## config.mk

```make
export PLATFORM = sky130hd
export DESIGN_NAME = video_gen
export DESIGN_NICKNAME = d
export VERILOG_FILES = /design/src/xv_pkg.sv /design/src/video_timing.sv /design/src/video_regs.sv /design/src/video_playfield.sv /design/src/vram_arbiter.sv /design/src/video_gen.sv
export SDC_FILE = /design/constraint.sdc
export NUM_CORES = 1
export LEC_CHECK = 0
export BUFFER_PORTS_ARGS = -buffer_cell sky130_fd_sc_hd__buf_2
export CORE_MARGIN = 5
export CORE_UTILIZATION = 35
export CTS_CLUSTER_DIAMETER = 60
export DETAILED_ROUTE_END_ITERATION = 6
export SLEW_MARGIN = 0
export SYNTH_ARGS = -nofsm -noshare
export SYNTH_HDL_FRONTEND = slang
export SYNTH_SLANG_ARGS = --single-unit
```

## constraint.sdc

```tcl
create_clock -name clk -period 2.8 [get_ports clk]
set_input_delay 0.14 -clock clk [delete_from_list [all_inputs] [get_ports clk]]
set_output_delay 0.14 -clock clk [all_outputs]
set_load 0.02 [all_outputs]
```

## src/xv_pkg.sv

```systemverilog
/* Video generator shared definitions */
`default_nettype none

package xv_pkg;

typedef logic [15:0]    word_t;         // data and VRAM address word
typedef logic [7:0]     color_t;        // palette index
typedef logic [4:0]     hres_t;         // horizontal counter
typedef logic [3:0]     vres_t;         // vertical counter
typedef logic [4:0]     xr_num_t;       // register number

// GFX_CTRL register word, as a raw word or as its fields
typedef union packed {
    word_t              raw;
    struct packed {
        color_t         colorbase;      // XOR applied to every plane pixel
        logic           blank;          // plane off, no fetches
        logic [6:0]     unused;
    } gfx;
} xr_word_u;

// tiny video mode, sync active high
localparam int VISIBLE_WIDTH    = 16;
localparam int TOTAL_WIDTH      = 24;
localparam int HSYNC_START      = 18;
localparam int HSYNC_WIDTH      = 2;
localparam int VISIBLE_HEIGHT   = 6;
localparam int TOTAL_HEIGHT     = 9;
localparam int VSYNC_LINE       = 7;

localparam int FETCH_BEGIN      = 16;                   // prefetch of next line starts here
localparam int FIFO_DEPTH       = 4;                    // words held or in flight per plane
localparam int LINE_WORDS       = VISIBLE_WIDTH / 2;    // two 8-bit pixels per word

// register numbers
localparam xr_num_t XR_VID_CTRL     = 5'd0;
localparam xr_num_t XR_VID_INTR     = 5'd1;
localparam xr_num_t XR_SCANLINE     = 5'd2;
localparam xr_num_t XR_VID_HSIZE    = 5'd3;
localparam xr_num_t XR_VID_VSIZE    = 5'd4;
localparam xr_num_t XR_PA_GFX_CTRL  = 5'd16;
localparam xr_num_t XR_PA_DISP_ADDR = 5'd17;
localparam xr_num_t XR_PA_LINE_LEN  = 5'd18;
localparam xr_num_t XR_PB_GFX_CTRL  = 5'd24;
localparam xr_num_t XR_PB_DISP_ADDR = 5'd25;
localparam xr_num_t XR_PB_LINE_LEN  = 5'd26;

// reset values
localparam color_t  BORDER_RESET    = 8'h08;            // dark grey
localparam word_t   LINE_LEN_RESET  = 16'd8;

endpackage

`default_nettype wire

```

## src/video_timing.sv

```systemverilog
/* Raster sync and blank timing */
`timescale 1ns/1ps
`default_nettype none

module video_timing
    import xv_pkg::*;
(
    input  wire logic   clk,
    input  wire logic   reset_i,
    output hres_t       h_count_o,
    output vres_t       v_count_o,
    output logic        h_visible_o,
    output logic        v_visible_o,
    output logic        de_next_o,          // next value of dv_de_o
    output logic        end_of_line_o,
    output logic        end_of_frame_o,
    output logic        end_of_visible_o,
    output logic        hsync_o,
    output logic        vsync_o,
    output logic        dv_de_o
);

assign h_visible_o      = (h_count_o < hres_t'(VISIBLE_WIDTH));
assign v_visible_o      = (v_count_o < vres_t'(VISIBLE_HEIGHT));
assign de_next_o        = h_visible_o && v_visible_o;
assign end_of_line_o    = (h_count_o == hres_t'(TOTAL_WIDTH - 1));
assign end_of_frame_o   = end_of_line_o && (v_count_o == vres_t'(TOTAL_HEIGHT - 1));
assign end_of_visible_o = (h_count_o == hres_t'(VISIBLE_WIDTH - 1))
                       && (v_count_o == vres_t'(VISIBLE_HEIGHT - 1));

always_ff @(posedge clk) begin
    if (reset_i) begin
        h_count_o   <= '0;
        v_count_o   <= '0;
        hsync_o     <= 1'b0;
        vsync_o     <= 1'b0;
        dv_de_o     <= 1'b0;
    end else begin
        h_count_o   <= end_of_line_o ? '0 : h_count_o + 1'b1;
        if (end_of_frame_o) begin
            v_count_o   <= '0;
        end else if (end_of_line_o) begin
            v_count_o   <= v_count_o + 1'b1;
        end
        // outputs lag the counters by one clock
        hsync_o     <= (h_count_o >= hres_t'(HSYNC_START))
                    && (h_count_o < hres_t'(HSYNC_START + HSYNC_WIDTH));
        vsync_o     <= (v_count_o == vres_t'(VSYNC_LINE));
        dv_de_o     <= de_next_o;
    end
end

// sync pulse must sit entirely in the blanking interval
hsync_outside_visible: assert property (@(posedge clk) disable iff (reset_i)
    hsync_o |-> !dv_de_o);

endmodule

`default_nettype wire

```

## src/video_regs.sv

```systemverilog
/* Video control registers */
`timescale 1ns/1ps
`default_nettype none

module video_regs
    import xv_pkg::*;
(
    input  wire logic       clk,
    input  wire logic       reset_i,
    input  wire logic       reg_wr_en_i,
    input  wire xr_num_t    reg_num_i,
    input  wire word_t      reg_data_i,
    output word_t           reg_data_o,
    input  wire vres_t      v_count_i,
    input  wire logic       end_of_visible_i,
    output logic            video_intr_o,
    output color_t          border_color_o,
    output logic            pa_blank_o,
    output color_t          pa_colorbase_o,
    output word_t           pa_start_addr_o,
    output word_t           pa_line_len_o,
    output logic            pb_blank_o,
    output color_t          pb_colorbase_o,
    output word_t           pb_start_addr_o,
    output word_t           pb_line_len_o
);

xr_word_u   wr_word;
word_t      rd_word;

// rebuild a GFX_CTRL word, unused bits read as zero
function automatic word_t gfx_word(input color_t colorbase, input logic blank);
    xr_word_u w;
    w.gfx.colorbase = colorbase;
    w.gfx.blank     = blank;
    w.gfx.unused    = '0;
    return w.raw;
endfunction

assign wr_word = xr_word_u'(reg_data_i);

always_ff @(posedge clk) begin
    if (reset_i) begin
        video_intr_o    <= 1'b0;
        border_color_o  <= BORDER_RESET;
        pa_blank_o      <= 1'b1;
        pa_colorbase_o  <= '0;
        pa_start_addr_o <= '0;
        pa_line_len_o   <= LINE_LEN_RESET;
        pb_blank_o      <= 1'b1;
        pb_colorbase_o  <= '0;
        pb_start_addr_o <= '0;
        pb_line_len_o   <= LINE_LEN_RESET;
    end else begin
        // end of visible area, or forced by host
        video_intr_o    <= end_of_visible_i || (reg_wr_en_i && reg_num_i == XR_VID_INTR);
        if (reg_wr_en_i) begin
            case (reg_num_i)
                XR_VID_CTRL:        border_color_o  <= wr_word.raw[7:0];
                XR_PA_GFX_CTRL: begin
                    pa_colorbase_o  <= wr_word.gfx.colorbase;
                    pa_blank_o      <= wr_word.gfx.blank;
                end
                XR_PA_DISP_ADDR:    pa_start_addr_o <= wr_word.raw;
                XR_PA_LINE_LEN:     pa_line_len_o   <= wr_word.raw;
                XR_PB_GFX_CTRL: begin
                    pb_colorbase_o  <= wr_word.gfx.colorbase;
                    pb_blank_o      <= wr_word.gfx.blank;
                end
                XR_PB_DISP_ADDR:    pb_start_addr_o <= wr_word.raw;
                XR_PB_LINE_LEN:     pb_line_len_o   <= wr_word.raw;
                default: ;                              // read-only or unused
            endcase
        end
    end
end

always_comb begin
    case (reg_num_i)
        XR_VID_CTRL:        rd_word = {8'h00, border_color_o};
        XR_SCANLINE:        rd_word = word_t'(v_count_i);
        XR_VID_HSIZE:       rd_word = word_t'(VISIBLE_WIDTH);
        XR_VID_VSIZE:       rd_word = word_t'(VISIBLE_HEIGHT);
        XR_PA_GFX_CTRL:     rd_word = gfx_word(pa_colorbase_o, pa_blank_o);
        XR_PA_DISP_ADDR:    rd_word = pa_start_addr_o;
        XR_PA_LINE_LEN:     rd_word = pa_line_len_o;
        XR_PB_GFX_CTRL:     rd_word = gfx_word(pb_colorbase_o, pb_blank_o);
        XR_PB_DISP_ADDR:    rd_word = pb_start_addr_o;
        XR_PB_LINE_LEN:     rd_word = pb_line_len_o;
        default:            rd_word = '0;
    endcase
end

always_ff @(posedge clk) begin
    reg_data_o <= rd_word;                              // readback one clock later
end

endmodule

`default_nettype wire

```

## src/video_playfield.sv

```systemverilog
/* Bitmap playfield plane */
`timescale 1ns/1ps
`default_nettype none

module video_playfield
    import xv_pkg::*;
(
    input  wire logic   clk,
    input  wire logic   reset_i,
    input  wire logic   blank_i,
    input  wire word_t  start_addr_i,
    input  wire word_t  line_len_i,
    input  wire color_t colorbase_i,
    input  wire color_t border_color_i,
    input  wire hres_t  h_count_i,
    input  wire logic   end_of_line_i,
    input  wire logic   end_of_frame_i,
    input  wire logic   v_visible_i,
    input  wire logic   de_next_i,
    output logic        req_o,
    output word_t       addr_o,
    input  wire logic   grant_i,
    input  wire logic   rvalid_i,
    input  wire word_t  rdata_i,
    output color_t      color_index_o
);

word_t                          fifo_mem [FIFO_DEPTH];
logic [$clog2(FIFO_DEPTH)-1:0]  wr_ptr;
logic [$clog2(FIFO_DEPTH)-1:0]  rd_ptr;
logic [$clog2(FIFO_DEPTH):0]    stored;         // words in the FIFO
logic [$clog2(FIFO_DEPTH):0]    reserved;       // words in the FIFO plus reads in flight
logic [$clog2(LINE_WORDS):0]    fetch_cnt;      // words still to read for this line
word_t                          line_addr;      // first word of the current line
vres_t                          line_cnt;
logic                           active;         // frame started while unblanked
logic                           last_line;
logic                           next_visible;
logic                           fetch_start;
logic                           issue;
logic                           push;
logic                           pop;
color_t                         pixel;

assign last_line    = (line_cnt == vres_t'(TOTAL_HEIGHT - 1));
assign next_visible = v_visible_i && (line_cnt != vres_t'(VISIBLE_HEIGHT - 1));
assign fetch_start  = !blank_i && (h_count_i == hres_t'(FETCH_BEGIN))
                   && (last_line || (active && next_visible));

assign req_o    = !blank_i && (fetch_cnt != '0) && (reserved < FIFO_DEPTH);
assign issue    = req_o && grant_i;
assign push     = rvalid_i && active;
assign pop      = de_next_i && active && h_count_i[0];  // low byte is the last of a word
assign pixel    = h_count_i[0] ? fifo_mem[rd_ptr][7:0] : fifo_mem[rd_ptr][15:8];

always_ff @(posedge clk) begin
    if (reset_i || blank_i) begin
        active      <= 1'b0;
        fetch_cnt   <= '0;
        reserved    <= '0;
        stored      <= '0;
        wr_ptr      <= '0;
        rd_ptr      <= '0;
    end else begin
        if (fetch_start) begin
            active      <= 1'b1;
            fetch_cnt   <= $bits(fetch_cnt)'(LINE_WORDS);
        end else if (issue) begin
            fetch_cnt   <= fetch_cnt - 1'b1;
        end
        reserved    <= reserved + $bits(reserved)'(issue) - $bits(reserved)'(pop);
        stored      <= stored + $bits(stored)'(push) - $bits(stored)'(pop);
        wr_ptr      <= wr_ptr + push;
        rd_ptr      <= rd_ptr + pop;
    end
end

always_ff @(posedge clk) begin
    if (reset_i || end_of_frame_i) begin
        line_cnt    <= '0;
    end else if (end_of_line_i) begin
        line_cnt    <= line_cnt + 1'b1;
    end
end

always_ff @(posedge clk) begin
    if (end_of_frame_i) begin
        line_addr   <= start_addr_i;
    end else if (end_of_line_i) begin
        line_addr   <= line_addr + line_len_i;
    end
    // line 0 is fetched on the last line, before line_addr reloads
    if (fetch_start) begin
        addr_o      <= last_line ? start_addr_i : line_addr + line_len_i;
    end else if (issue) begin
        addr_o      <= addr_o + 1'b1;
    end
    if (push) begin
        fifo_mem[wr_ptr] <= rdata_i;
    end
    color_index_o   <= ((de_next_i && active) ? pixel : border_color_i) ^ colorbase_i;
end

fifo_no_overflow: assert property (@(posedge clk) disable iff (reset_i)
    push |-> stored != FIFO_DEPTH);

// prefetch must stay ahead of the beam on every visible pixel
fifo_no_underflow: assert property (@(posedge clk) disable iff (reset_i)
    (de_next_i && active && !blank_i) |-> stored != '0);

endmodule

`default_nettype wire

```

## src/vram_arbiter.sv

```systemverilog
/* VRAM read arbiter */
`timescale 1ns/1ps
`default_nettype none

module vram_arbiter
    import xv_pkg::*;
(
    input  wire logic   clk,
    input  wire logic   reset_i,
    input  wire logic   pa_req_i,
    input  wire word_t  pa_addr_i,
    output logic        pa_grant_o,
    output logic        pa_rvalid_o,
    input  wire logic   pb_req_i,
    input  wire word_t  pb_addr_i,
    output logic        pb_grant_o,
    output logic        pb_rvalid_o,
    output logic        vram_sel_o,
    output word_t       vram_addr_o
);

assign pa_grant_o   = pa_req_i;                 // plane A never waits
assign pb_grant_o   = pb_req_i && !pa_req_i;    // plane B stalls behind A
assign vram_sel_o   = pa_req_i || pb_req_i;
assign vram_addr_o  = pa_req_i ? pa_addr_i : pb_addr_i;

// owner of the word returning next clock
always_ff @(posedge clk) begin
    if (reset_i) begin
        pa_rvalid_o <= 1'b0;
        pb_rvalid_o <= 1'b0;
    end else begin
        pa_rvalid_o <= pa_grant_o;
        pb_rvalid_o <= pb_grant_o;
    end
end

one_grant: assert property (@(posedge clk) disable iff (reset_i)
    !(pa_grant_o && pb_grant_o));

endmodule

`default_nettype wire

```

## src/video_gen.sv

```systemverilog
/* Video generator top level */
`timescale 1ns/1ps
`default_nettype none

module video_gen
    import xv_pkg::*;
(
    input  wire logic       clk,
    input  wire logic       reset_i,
    input  wire logic       reg_wr_en_i,
    input  wire xr_num_t    reg_num_i,
    input  wire word_t      reg_data_i,
    output word_t           reg_data_o,
    output logic            vram_sel_o,
    output word_t           vram_addr_o,
    input  wire word_t      vram_data_i,
    output logic            hsync_o,
    output logic            vsync_o,
    output logic            dv_de_o,
    output logic            h_blank_o,
    output logic            v_blank_o,
    output logic            video_intr_o,
    output color_t          color_a_index_o,
    output color_t          color_b_index_o
);

hres_t      h_count;
vres_t      v_count;
logic       h_visible;
logic       v_visible;
logic       de_next;
logic       end_of_line;
logic       end_of_frame;
logic       end_of_visible;
color_t     border_color;
logic       pa_blank;
color_t     pa_colorbase;
word_t      pa_start_addr;
word_t      pa_line_len;
logic       pb_blank;
color_t     pb_colorbase;
word_t      pb_start_addr;
word_t      pb_line_len;
logic       pa_req;
word_t      pa_addr;
logic       pa_grant;
logic       pa_rvalid;
logic       pb_req;
word_t      pb_addr;
logic       pb_grant;
logic       pb_rvalid;

assign h_blank_o = ~h_visible;
assign v_blank_o = ~v_visible;

video_timing video_timing (
    .clk(clk),
    .reset_i(reset_i),
    .h_count_o(h_count),
    .v_count_o(v_count),
    .h_visible_o(h_visible),
    .v_visible_o(v_visible),
    .de_next_o(de_next),
    .end_of_line_o(end_of_line),
    .end_of_frame_o(end_of_frame),
    .end_of_visible_o(end_of_visible),
    .hsync_o(hsync_o),
    .vsync_o(vsync_o),
    .dv_de_o(dv_de_o)
);

video_regs video_regs (
    .clk(clk),
    .reset_i(reset_i),
    .reg_wr_en_i(reg_wr_en_i),
    .reg_num_i(reg_num_i),
    .reg_data_i(reg_data_i),
    .reg_data_o(reg_data_o),
    .v_count_i(v_count),
    .end_of_visible_i(end_of_visible),
    .video_intr_o(video_intr_o),
    .border_color_o(border_color),
    .pa_blank_o(pa_blank),
    .pa_colorbase_o(pa_colorbase),
    .pa_start_addr_o(pa_start_addr),
    .pa_line_len_o(pa_line_len),
    .pb_blank_o(pb_blank),
    .pb_colorbase_o(pb_colorbase),
    .pb_start_addr_o(pb_start_addr),
    .pb_line_len_o(pb_line_len)
);

video_playfield pf_a (
    .clk(clk),
    .reset_i(reset_i),
    .blank_i(pa_blank),
    .start_addr_i(pa_start_addr),
    .line_len_i(pa_line_len),
    .colorbase_i(pa_colorbase),
    .border_color_i(border_color),
    .h_count_i(h_count),
    .end_of_line_i(end_of_line),
    .end_of_frame_i(end_of_frame),
    .v_visible_i(v_visible),
    .de_next_i(de_next),
    .req_o(pa_req),
    .addr_o(pa_addr),
    .grant_i(pa_grant),
    .rvalid_i(pa_rvalid),
    .rdata_i(vram_data_i),
    .color_index_o(color_a_index_o)
);

video_playfield pf_b (
    .clk(clk),
    .reset_i(reset_i),
    .blank_i(pb_blank),
    .start_addr_i(pb_start_addr),
    .line_len_i(pb_line_len),
    .colorbase_i(pb_colorbase),
    .border_color_i(border_color),
    .h_count_i(h_count),
    .end_of_line_i(end_of_line),
    .end_of_frame_i(end_of_frame),
    .v_visible_i(v_visible),
    .de_next_i(de_next),
    .req_o(pb_req),
    .addr_o(pb_addr),
    .grant_i(pb_grant),
    .rvalid_i(pb_rvalid),
    .rdata_i(vram_data_i),
    .color_index_o(color_b_index_o)
);

vram_arbiter vram_arbiter (
    .clk(clk),
    .reset_i(reset_i),
    .pa_req_i(pa_req),
    .pa_addr_i(pa_addr),
    .pa_grant_o(pa_grant),
    .pa_rvalid_o(pa_rvalid),
    .pb_req_i(pb_req),
    .pb_addr_i(pb_addr),
    .pb_grant_o(pb_grant),
    .pb_rvalid_o(pb_rvalid),
    .vram_sel_o(vram_sel_o),
    .vram_addr_o(vram_addr_o)
);

endmodule

`default_nettype wire

```

==> results.yml <==
critical_path:
  cp_slowest_stage_delay_ns: 0.42
  cp-end-kind: "register"
  path_cells: "ha_1 -> fa_1 -> a21oi_1 -> o22ai_1 -> nand2_1 -> a32oi_1 -> a31oi_1 -> mux2i_1 -> nor2_1"
  critPathMaxFanout: 3
  crit_arrival_ns: 2.88
  rr_startpoint: "pf_a.line_addr[0]"
  critPathBufInv: 0
  rr_worst_depth: 9
  critPathTopFamily: "compound AO/OA/AOI/OAI gates"
  critPathKind: "register to register"
  crit_required_ns: 3.11
  r2r_setup_slack_ns: 0.23
  crit_slowest_cell: "fa_1"
  reg2reg_to: "pf_a.addr_o[14]"
  start_kind: "register"
worst_hold_path:
  min_from: "reg_wr_en_i"
  hp-class: "input pin to register"
  min_path_cells: 3
  holdPathEnd: "video_regs.pa_colorbase_o[5]"
logic_synthesis:
  synth_seq_cells: 361
  netlist_area_um2: 16600
  yosys.area.top_type_share: 0.347
  yosys.area_share.simple: 0.160
  syn_inst: 1590
  ys.flop_type: "edfxtp_1"
  synth_area_leaders: "edfxtp_1, dfxtp_1, nand2_1"
  synth_fp_nets: 1687
  seq_area_frac_synth: 0.550
  synth_adder_area_share: 0.0447
  ys_async_sr_fraction: 0
  synth-edff-count: 192
  yosys_warnings: 0
  synthMuxAreaShare: 0.0524
  synth.avg_cell_area_um2: 10.5
  synth_xor_area_frac: 0.0527
  synth_compound_area_frac: 0.113
  synth_top_family_by_area: "simple AND/OR/NAND/NOR gates"
  synth.largest_area_cell: "edfxtp_1"
  synth_cell_types: 68
global_routing:
  grt_first_pass_wirelength_mm: 75.6
  overflow: 0
  grt_max_degree: 79
  antenna_found_initial: 4
  grt_pass1_vias: 12100
  grt_usage: 0.185
placed_design:
  place_ws_ns: 0.230
  place.gp.congestion: 0.874
  hpwl_mm: 35.3
  port_buffers: 94
  place_inst: 2255
sta:
  period_share: 0.917
  tightestPinTransition_ns: 0.875
  fmax_mhz: 389
  slew_viol_final: 0
  setup_viol_count_final: 0
  rsz0062_at_grt: "no"
  slew_headroom: 0.417
  tns_ns: 0
  worst_slack_ns: 0.232
  min_period_ns: 2.57
  clock_skew_ns: 0.0178
  final_hold_viol_count: 0
floorplanning:
  die_w_um: 228
  coreArea_um2: 46800
  start_util: 0.356
  num_rows: 79
  ios: 95
  fp.dieArea_um2: 52000
  die_h_um: 228
finish:
  areaGrowthSynthToFinish_pct: 17.7
  drive_above_1_share: 0.154
  num-nets-final: 1822
  fillCellCount: 4509
  instances_no_fill: 2367
detailed_routing:
  drc: 0
  ant_nets: 0
  vias: 12600
  routed_wirelength_mm: 49.6
  first_pass_iters: 5
  drt_iter0_drc: 1154
  via_per_inst: 5.31
  avgRoutedWirePerCell_um: 21.0
clocking:
  cts_htree_levels: 2
  clk_pin_slew_ns: 0.06
  cts_setup_buffers: 0
  clockRootBuffer: "clkbuf_16"
  cts.sink_count: 361
  cts_made_buffers: 41
  clockBufferDepth: 3
  insertion_delay_ns: 0.56
  cts_tree: "yes"
pwr:
  clkPwrFrac: 0.475
  peakVddDrop_uv: 491
  p_sw_mw: 2.50
  pwr-share-comb: 0.027
  p_per_area_nw_per_um2: 574
  seq_power_share: 0.497
  p_int_mw: 8.74
  p_leak_nw: 7.22
  p_sw_frac: 0.222
  finalPower_mw: 11.2
flow_run:
  drv_cap: 0
outcome:
  status: "complete, no violations"
[cell type report]
cell class | count | area [um^2] | area share
multi-input combinational | 1120 | 7070 | 0.361
sequential | 361 | 9150 | 0.467
inverter | 33 | 124 | 0.00633
tap | 607 | 759 | 0.0388
clock buffer | 59 | 1170 | 0.0599
antenna | 2 | 5.00 | 0.000256
timing repair buffer | 168 | 1130 | 0.0575
clock inverter | 17 | 173 | 0.00882
[power groups by stage]
stage	sequential, mW	combinational, mW	clock [mW]
3_3_place_gp	5.71	0.260	0
3_5_place_dp	5.71	0.264	0
4_1_cts	5.59	0.303	5.46
5_1_grt	5.59	0.329	5.67
2_1_floorplan	5.71	0.122	0
6_report	5.59	0.307	5.34
[layout by cell type, fill, tap and decap left out, types with 15 or more instances in the layout]
cell             n
nand2_1        354
xor2_1          42
dlygate4sd3_1   34
a22oi_1         44
buf_2           93
mux4_2          32
buf_4           40
inv_1           32
a21oi_1        158
nor2_1          97
xnor2_1         58
edfxtp_1       192
nand3_1         54
ha_1            53
dfxtp_1        169
and3_1          15
clkbuf_16       43
o21ai_0         30
[state kept, by name (all words and copies together) (netlist names), 16 cells and up]
name	cells
pf_a.addr_o	16
pf_b.addr_o	16
video_regs.reg_data_o	16
pf_b.fifo_mem	64
pf_a.fifo_mem	64
video_regs.pb_start_addr_o	16
video_regs.pb_line_len_o	16
video_regs.pa_line_len_o	16
pf_b.line_addr	16
video_regs.pa_start_addr_o	16
pf_a.line_addr	16
[cells by family (layout without fill, tap and decap cells)]
| logic type | after synthesis | count (layout) |
|---|---|---|
| compound gates | 307 | 307 |
| xor+xnor | 100 | 100 |
| fa+ha+maj | 57 | 57 |
| buf+inv | 109 | 277 |
| flops | 361 | 361 |
| mux | 47 | 47 |
| other cells | 0 | 2 |
| simple gates | 609 | 609 |
[metrics by stage]
step	hold WS [ns]	util	area, um^2
after floorplan	0.239	-	16600
after global placement	0.405	0.383	17900
after detailed placement	0.417	0.383	17900
after CTS	0.103	0.419	19600
after global routing	0.152	0.419	19600
final	0.132	0.419	19600
[worst reg2reg max path, delay by kind of cell, from the launching register on]
kind	cells	cell delay [ns]
adders and majority gates	2	0.68
AOI/OAI and AO/OA	4	0.86
DFF	1	0.37
and+or+nand+nor	2	0.18
muxes	1	0.23
[synth_stat cells, drive strengths merged (15+ instances only)]
cell / count
nand2: 355
edfxtp: 192
dfxtp: 169
a21oi: 161
nor2: 105
xnor2: 58
nand3: 54
ha: 53
clkbuf: 52
a22oi: 44
xor2: 42
inv: 32
mux4: 32
o21ai: 32
buf: 24
and3: 15
nor3: 15
[timing repair]
action	4_1_cts	5_1_grt
endpoints found under the setup margin	0	1
resized for setup	0	1
hold buffers	34	0
endpoints found under the hold margin	216	0
[per-layer routing]
layer / part of all wire / up-vias / global-route usage / wire, um
met2: 0.45 / 439 / 0.286 / 22500
met5: 0.00026 / - / 0 / 13
met1: 0.45 / 6113 / 0.272 / 22300
met3: 0.075 / 74 / 0.0273 / 3720
li1: - / 5937 / - / -
met4: 0.023 / 2 / 0.0495 / 1130
[worst max path at each step]
| stage | from | to | slack, ns | depth (start not counted) |
|---|---|---|---|---|
| after detailed placement | pf_b.line_addr[0] | pf_b.addr_o[12] | 0.23 | 9 |
| after global placement | pf_b.line_addr[0] | pf_b.addr_o[12] | 0.24 | 9 |
| after CTS | pf_b.line_addr[0] | pf_b.addr_o[12] | 0.22 | 9 |
| after global routing | video_timing.v_count_o[3] | pf_b.reserved[2] | 0.05 | 13 |
| after floorplan | video_timing.v_count_o[2] | pf_a.reserved[2] | 0.19 | 15 |
| final | pf_a.line_addr[0] | pf_a.addr_o[14] | 0.23 | 9 |
Note: power is estimated with default switching activity, not from simulation.
